==> config.mk <==
export PLATFORM = sky130hd
export DESIGN_NAME = osChecker
export DESIGN_NICKNAME = d
export VERILOG_FILES = /design/src/hdl/osCheckPkg.sv /design/src/hdl/linkInfoCapture.sv /design/src/hdl/osChecker.sv /design/src/hdl/osCountControl.sv /design/src/hdl/osFieldDecoder.sv /design/src/hdl/tsMatchRules.sv
export VERILOG_INCLUDE_DIRS = /design/src /design/src/hdl
export SDC_FILE = /design/constraint.sdc
export NUM_CORES = 1
export LEC_CHECK = 0
export ABC_AREA = 1
export BUFFER_PORTS_ARGS = -buffer_cell sky130_fd_sc_hd__buf_4
export CAP_MARGIN = 20
export CELL_PAD_IN_SITES_DETAIL_PLACEMENT = 0
export CELL_PAD_IN_SITES_GLOBAL_PLACEMENT = 1
export CORE_MARGIN = 3
export CORE_UTILIZATION = 23
export DETAILED_ROUTE_END_ITERATION = 8
export GPL_TIMING_DRIVEN = 0
export PLACE_DENSITY = 0.82
export SYNTH_ARGS = -nofsm -noshare
export SYNTH_HDL_FRONTEND = slang
export SYNTH_SLANG_ARGS = --single-unit
==> constraint.sdc <==
create_clock -name clk -period 1.8 [get_ports clk]
set_clock_uncertainty 0.2 [all_clocks]
set_input_delay 0.18 -clock clk [delete_from_list [all_inputs] [get_ports clk]]
set_output_delay 0.18 -clock clk [all_outputs]
set_load 0.05 [all_outputs]
==> src/hdl/osCheck_macros.svh <==
`ifndef OS_CHECK_MACROS_SVH
`define OS_CHECK_MACROS_SVH

// Ordered-set width on the receive datapath
`define OS_WIDTH 128

// 8b/10b special symbols
`define SYM_COM 8'hBC
`define SYM_PAD 8'hF7

// Training-sequence identifiers
`define SYM_TS1ID 8'h4A
`define SYM_TS2ID 8'h45

// 128b/130b start symbols
`define SYM_G3TS1 8'h1E
`define SYM_G3TS2 8'h2D

// Low bytes that must be zero for idle data
`define IDLE_LOW_BYTES 8

// Byte and bit positions inside a training sequence
`define START_LSB   0
`define LINK_LSB    8
`define LANE_LSB    16
`define RATE_LSB    32
`define UPCFG_BIT   42
`define DISABLE_BIT 43
`define TSID_LSB    80

`endif

==> src/hdl/osCheckPkg.sv <==
package osCheckPkg;

    // Substate codes as reported by the LTSSM
    typedef enum logic [4:0]
    {
        detectQuiet                 = 5'd0,
        detectActive                = 5'd1,
        pollingActive               = 5'd2,
        pollingConfiguration        = 5'd3,
        configLinkWidthStart        = 5'd4,
        configLinkWidthAccept       = 5'd5,
        configLanenumWait           = 5'd6,
        configLanenumAccept         = 5'd7,
        configComplete              = 5'd8,
        configIdle                  = 5'd9,
        linkL0                      = 5'd10,
        recoveryRcvrLock            = 5'd11,
        recoveryRcvrCfg             = 5'd12,
        recoverySpeed               = 5'd13,
        eqPhase0                    = 5'd14,
        eqPhase1                    = 5'd15,
        eqPhase2                    = 5'd16,
        eqPhase3                    = 5'd17,
        recoveryIdle                = 5'd18,
        recoverySpeedEieos          = 5'd19,
        recoveryWait                = 5'd20
    } ltssmSubstate_t;

    typedef enum logic
    {
        roleDownstream = 1'b0,
        roleUpstream   = 1'b1
    } deviceRole_t;

    // Training-sequence fields of one ordered set
    typedef struct packed
    {
        logic       isTs1Start;
        logic       isTs2Start;
        logic [7:0] linkNum;
        logic [7:0] laneNum;
        logic [7:0] rateId;
        logic       upconfig;
        logic       disableBit;
        logic [7:0] tsId;
        logic       isIdleData;
    } osFields_t;

    // Reported to the LTSSM from the last valid set
    typedef struct packed
    {
        logic [7:0] rateId;
        logic [7:0] linkNumber;
        logic       upconfigure;
    } linkInfo_t;

endpackage

==> src/hdl/linkInfoCapture.sv <==
`timescale 1ns/1ps

module linkInfoCapture
    import osCheckPkg::*;
(
    input  logic      clk,
    input  logic      reset,
    input  logic      valid,
    input  osFields_t fields,
    output linkInfo_t linkInfo,
    output logic      fieldsChanged
);

    linkInfo_t nextInfo;

    always_comb
    begin
        nextInfo.rateId      = fields.rateId;
        nextInfo.linkNumber  = fields.linkNum;
        nextInfo.upconfigure = fields.upconfig;
    end

    // Compared against the previous set in the same cycle as the new one
    assign fieldsChanged = valid &&
                           ((nextInfo.rateId != linkInfo.rateId) ||
                            (nextInfo.upconfigure != linkInfo.upconfigure));

    always_ff @(posedge clk or negedge reset)
    begin
        if (!reset)
            linkInfo <= '0;
        else if (valid)
            linkInfo <= nextInfo;
    end

endmodule

==> src/hdl/osChecker.sv <==
`timescale 1ns/1ps

`include "osCheck_macros.svh"

module osChecker
    import osCheckPkg::*;
#(
    parameter deviceRole_t role = roleDownstream
)
(
    input  logic                 clk,
    input  logic                 reset,
    input  logic                 valid,
    input  logic [`OS_WIDTH-1:0] orderedSet,
    input  ltssmSubstate_t       substate,
    input  logic [7:0]           linkNumber,
    input  logic [7:0]           laneNumber,
    output logic                 countUp,
    output logic                 resetCounter,
    output linkInfo_t            linkInfo
);

    osFields_t fields;
    logic      fieldsChanged;
    logic      setMatches;
    logic      tracking;

    osFieldDecoder osFieldDecoder_inst (
        .orderedSet    (orderedSet),
        .fields        (fields)
    );

    tsMatchRules #(
        .role          (role)
    ) tsMatchRules_inst (
        .clk           (clk),
        .reset         (reset),
        .valid         (valid),
        .substate      (substate),
        .fields        (fields),
        .linkNumber    (linkNumber),
        .laneNumber    (laneNumber),
        .tracking      (tracking),
        .fieldsChanged (fieldsChanged),
        .setMatches    (setMatches)
    );

    osCountControl osCountControl_inst (
        .clk           (clk),
        .reset         (reset),
        .valid         (valid),
        .substate      (substate),
        .setMatches    (setMatches),
        .tracking      (tracking),
        .countUp       (countUp),
        .resetCounter  (resetCounter)
    );

    linkInfoCapture linkInfoCapture_inst (
        .clk           (clk),
        .reset         (reset),
        .valid         (valid),
        .fields        (fields),
        .linkInfo      (linkInfo),
        .fieldsChanged (fieldsChanged)
    );

endmodule

==> src/hdl/osCountControl.sv <==
`timescale 1ns/1ps

module osCountControl
    import osCheckPkg::*;
(
    input  logic           clk,
    input  logic           reset,
    input  logic           valid,
    input  ltssmSubstate_t substate,
    input  logic           setMatches,
    output logic           tracking,
    output logic           countUp,
    output logic           resetCounter
);

    logic           trackBit;
    ltssmSubstate_t trackSubstate;

    // Tracking only counts for the substate it was entered under
    assign tracking = trackBit && (substate == trackSubstate);

    assign countUp      = setMatches;
    assign resetCounter = tracking || countUp;

    always_ff @(posedge clk or negedge reset)
    begin
        if (!reset)
        begin
            trackBit      <= 1'b0;
            trackSubstate <= detectQuiet;
        end
        else if (valid)
        begin
            // A miss drops back to hunting, a hit starts or keeps tracking
            trackBit      <= setMatches;
            trackSubstate <= substate;
        end
    end

    countNeedsValid: assert property (
        @(posedge clk) disable iff (!reset) countUp |-> valid
    );

    countWithReset: assert property (
        @(posedge clk) disable iff (!reset) countUp |-> resetCounter
    );

endmodule

==> src/hdl/osFieldDecoder.sv <==
`timescale 1ns/1ps

`include "osCheck_macros.svh"

module osFieldDecoder
    import osCheckPkg::*;
(
    input  logic [`OS_WIDTH-1:0] orderedSet,
    output osFields_t            fields
);

    logic [7:0] startSym;
    logic       comStart;

    assign startSym = orderedSet[`START_LSB +: 8];
    assign comStart = (startSym == `SYM_COM);

    always_comb
    begin
        // Gen1/2 sets start with COM, Gen3 sets carry their own start symbol
        fields.isTs1Start = comStart || (startSym == `SYM_G3TS1);
        fields.isTs2Start = comStart || (startSym == `SYM_G3TS2);

        fields.linkNum    = orderedSet[`LINK_LSB +: 8];
        fields.laneNum    = orderedSet[`LANE_LSB +: 8];
        fields.rateId     = orderedSet[`RATE_LSB +: 8];
        fields.upconfig   = orderedSet[`UPCFG_BIT];
        fields.disableBit = orderedSet[`DISABLE_BIT];
        fields.tsId       = orderedSet[`TSID_LSB +: 8];

        // Logical idle shows up as zero data in the low bytes
        fields.isIdleData = (orderedSet[`IDLE_LOW_BYTES*8-1:0] == '0);
    end

endmodule

==> src/hdl/tsMatchRules.sv <==
`timescale 1ns/1ps

`include "osCheck_macros.svh"

module tsMatchRules
    import osCheckPkg::*;
#(
    parameter deviceRole_t role = roleDownstream
)
(
    input  logic           clk,
    input  logic           reset,
    input  logic           valid,
    input  ltssmSubstate_t substate,
    input  osFields_t      fields,
    input  logic [7:0]     linkNumber,
    input  logic [7:0]     laneNumber,
    input  logic           tracking,
    input  logic           fieldsChanged,
    output logic           setMatches
);

    logic       isTs1;
    logic       isTs2;
    logic       linkIsPad;
    logic       laneIsPad;
    logic       linkOk;
    logic       laneOk;
    logic       ruleOk;
    logic       learnLink;
    logic [7:0] learnedLink;

    assign isTs1     = fields.isTs1Start && (fields.tsId == `SYM_TS1ID);
    assign isTs2     = fields.isTs2Start && (fields.tsId == `SYM_TS2ID);
    assign linkIsPad = (fields.linkNum == `SYM_PAD);
    assign laneIsPad = (fields.laneNum == `SYM_PAD);
    assign linkOk    = (fields.linkNum == linkNumber);
    assign laneOk    = (fields.laneNum == laneNumber);

    always_comb
    begin
        case (substate)
            pollingActive:
                ruleOk = (isTs1 || isTs2) && linkIsPad && laneIsPad;
            pollingConfiguration:
                ruleOk = isTs2 && linkIsPad && laneIsPad;
            configLinkWidthStart:
                if (role == roleUpstream)
                    // Upstream picks up whatever link number the partner offers
                    ruleOk = isTs1 && !linkIsPad && laneIsPad &&
                             (!tracking || fields.linkNum == learnedLink);
                else
                    ruleOk = isTs1 && linkOk && laneIsPad;
            configLinkWidthAccept:
                ruleOk = (role == roleUpstream) && isTs1 && linkOk && !laneIsPad;
            configLanenumWait, configLanenumAccept:
                ruleOk = ((role == roleUpstream) ? isTs2 : isTs1) && linkOk && laneOk;
            configComplete:
                ruleOk = isTs2 && linkOk && laneOk && !(tracking && fieldsChanged);
            configIdle:
                ruleOk = fields.isIdleData;
            default:
                ruleOk = 1'b0;
        endcase
    end

    assign setMatches = valid && ruleOk;

    // First accepted set in LinkWidthStart fixes the link number
    assign learnLink = setMatches && !tracking && (role == roleUpstream) &&
                       (substate == configLinkWidthStart);

    always_ff @(posedge clk or negedge reset)
    begin
        if (!reset)
            learnedLink <= '0;
        else if (learnLink)
            learnedLink <= fields.linkNum;
    end

    noMatchWithoutValid: assert property (
        @(posedge clk) disable iff (!reset) !valid |-> !setMatches
    );

endmodule

==> metrics.yaml <==
outcome:
  status: "finished, violations left"
  violations: "negative setup slack"
timing:
  period_needed_ns: 2.16
  rsz0062_at_grt: "true"
  fmax_mhz: 464
  tightestPinTransition_ns: 0.458
  finalSetupViolCount: 2
  layout_setup_ws_ns: -0.355
  fin_crit_sh_pct: 120
  setup_tns_ns: -0.690
  hold_viol: 0
  report.final.slew_viol_count: 0
  slew_headroom_pct: 69.5
clock_tree:
  cts_buffers: 3
  cts_tree: "built"
  cts_max_level: 1
  root_buffer: "clkbuf_8"
  clkLatencyLatePin_ns: 0.26
  clkTransAtPathRegs_ns: 0.08
  clockBufferDepth: 2
  cts.sinks: 23
finish:
  seq_area_sq_um: 587
  drive_above_1_share_pct: 31.3
  diodes: 0
  final_cells: 607
  multi_input_comb_area_sq_mm: 0.00121
  n_fill_cell: 928
  nets: 655
  areaGrowthSynthToFinish_pct: 63.1
worst_setup_path:
  critPathKind: "reg -> out"
  path_buf_inv: 2
  crit_arrival_ns: 1.78
  cp_top_family: "simple AND/OR/NAND/NOR gates"
  worst_setup_path_start_kind: "register"
  crit_required_ns: 1.42
  crit_fanout: 3
  r2r_start: "osCountControl_inst.trackSubstate[1]$_DFFE_PN0P_"
  slowest_delay_ns: 0.41
  path_common_cell: "nand2_1"
  slowest_stage: "dfrtp_1"
  crit_start: "osCountControl_inst.trackSubstate[1]$_DFFE_PN0P_"
  crit_chain: "xor2_1 > nor2_2 > nand3_2 > nor2_1 > nand2_1 > nand2_1 > nand2_2 > o21bai_4 > clkinvlp_4 > buf_8"
  end_kind: "primary output"
pwr:
  total_leakage_power_nw: 1.76
  power_density_mw_per_mm2: 480
  ir_drop_mv: 0.200
synth:
  syn_area_sq_mm: 0.00201
  synth_cells: 365
  ys_seq_area_share_pct: 28.7
  ys_ff_latch: 23
  syn-num-nets: 517
  yosysUniqueCellTypes: 22
  ys_warn_count: 0
  avgSynthCellArea_sq_um: 5.49
floorplanning:
  die_x_um: 99.4
  fp.dieH_um: 99.4
  core_area_sq_mm: 0.00834
  initial_utilization_pct: 24.0
  die_area_sq_mm: 0.00988
  boundaryPins: 171
  rows: 33
drt:
  wl_mm: 6.63
  drc: 0
  vias: 2562
  avgRoutedWirePerCell_um: 10.9
  antenna_left: 0
  dr.pass1.iters: 4
  vias_per_cell: 4.22
  drtIter0Drc: 90
place:
  hpwl_mm: 5.50
  gp_congestion: 0.789
  place_inst: 583
  io_buffer_count: 113
flow_run:
  max_cap_viol_count: 0
global_routing:
  grt_max_degree: 24
  grt_usage_pct: 12.9
  antenna_found_initial: 0
  grt_pass1_wl_mm: 10.6
  grt_pass1_vias: 2393
  globalRouteOverflowTotal: 0
worst_hold_path:
  hold_class: "in -> reg"
  min-delay-start: "orderedSet[8]"
[area by class of cell]
type	count	share of cell area, %
buffer	5	0.574
clock buffer	4	1.38
inverter	60	7.00
multi-input combinational	277	36.9
sequential	23	17.9
tap	105	4.02
timing repair buffer	133	32.2
[worst min-delay path: cells and delay by family]
| kind | cells | cell delay [ns] |
|---|---|---|
| AOI/OAI and AO/OA | 1 | 0.08 |
| buffers and inverters | 2 | 0.17 |
[cells by family after synthesis]
logic type / synth area share [%]
flops: 28.7
simple gates: 48.7
xor+xnor: 3.49
buf+inv: 12.2
compound gates: 6.99
[cell usage after synthesis]
| cell | count | area, sq um |
|---|---|---|
| inv_1 | 48 | 180 |
| o21ai_1 | 2 | 10.0 |
| nor3_2 | 1 | 10.0 |
| nand2_1 | 154 | 578 |
| a21oi_2 | 1 | 8.76 |
| dfrtp_1 | 23 | 576 |
| nor3_1 | 7 | 35.0 |
| o21bai_2 | 1 | 11.3 |
| nor2_1 | 59 | 221 |
| a21oi_1 | 3 | 15.0 |
| o31ai_1 | 1 | 7.51 |
| nand3_1 | 13 | 65.1 |
| nand4_1 | 7 | 43.8 |
| nand3_2 | 1 | 10.0 |
| xnor2_1 | 5 | 43.8 |
| clkbuf_1 | 5 | 18.8 |
| or2_0 | 1 | 6.26 |
| inv_2 | 12 | 45.0 |
| xor2_1 | 3 | 26.3 |
| o21ai_0 | 16 | 80.1 |
| a21boi_1 | 1 | 7.51 |
| nor2_2 | 1 | 6.26 |
[metrics by stage]
| step | total power, mW | util [%] | area, sq um | hold WS [ns] | setup slack [ns] |
|---|---|---|---|---|---|
| 6_report | 1.57 | 39.2 | 3270 | 0.00956 | -0.355 |
| 5_1_grt | 1.68 | 39.2 | 3270 | 0.0294 | -0.425 |
| 4_1_cts | 1.58 | 39.0 | 3250 | 0.00921 | -0.410 |
| 3_5_place_dp | 1.23 | 36.0 | 3000 | -0.100 | -0.215 |
| 3_3_place_gp | 1.22 | 36.0 | 3000 | -0.103 | -0.217 |
| 2_1_floorplan | 0.920 | - | 2020 | -0.316 | -0.0229 |
[placed cells by master, fill, tap and decap left out, drive strengths merged]
cell type,netlist,final
xnor2,5,5
nor3,8,8
nand4,7,7
dfrtp,23,23
a21oi,4,4
nand3,14,14
buf,0,117
nand2,154,154
o31ai,1,1
a21boi,1,1
xor2,3,3
o21ai,18,18
or2,1,1
o21bai,1,1
clkinvlp,0,1
dlygate4sd3,0,16
nor2,60,60
clkbuf,5,9
inv,60,59
[path summary, 6_finish.rpt]
path | to | slack (ns) | cells after the start
worst max-delay path | countUp | -0.36 | 10
worst min-delay path | linkInfoCapture_inst.linkInfo[1]$_DFFE_PN0P_ | 0.01 | 3
worst max register to register | osCountControl_inst.trackBit$_DFFE_PN0P_ | 0.08 | 10
worst min register to register | linkInfoCapture_inst.linkInfo[7]$_DFFE_PN0P_ | 0.28 | 2
max in group asynchronous | linkInfoCapture_inst.linkInfo[16]$_DFFE_PN0P_ | 1.00 | 2
min in group asynchronous | osCountControl_inst.trackSubstate[4]$_DFFE_PN0P_ | 0.15 | 2
[state kept, by name, indices dropped and copies added, names as in the netlist]
register                           count
linkInfoCapture_inst.linkInfo         17
osCountControl_inst.trackBit           1
osCountControl_inst.trackSubstate      5
[layer usage]
metal  GRT usage [%]  wire length (um)  up-vias
li1                -                 -     1378
met1            16.1              2910     1104
met2            23.4              3200       78
met4            2.73                34        0
met5               0                 0        -
met3            2.17               474        2
[report_power, final]
part	internal (mW)	switching [mW]	leakage [nW]
registers	0.564	0.0335	0.271
logic	0.293	0.359	1.46
clock network	0.158	0.164	0.0228
[timing repair]
item | CTS | global route
endpoints found under the hold margin | 38 | 0
pin swaps | 7 | 8
hold buffers | 16 | 0
gates resized for setup | 7 | 2
gates cloned | 0 | 0
setup endpoints to repair | 2 | 3
setup buffers | 2 | 2
(Power assumes the default switching activity.)
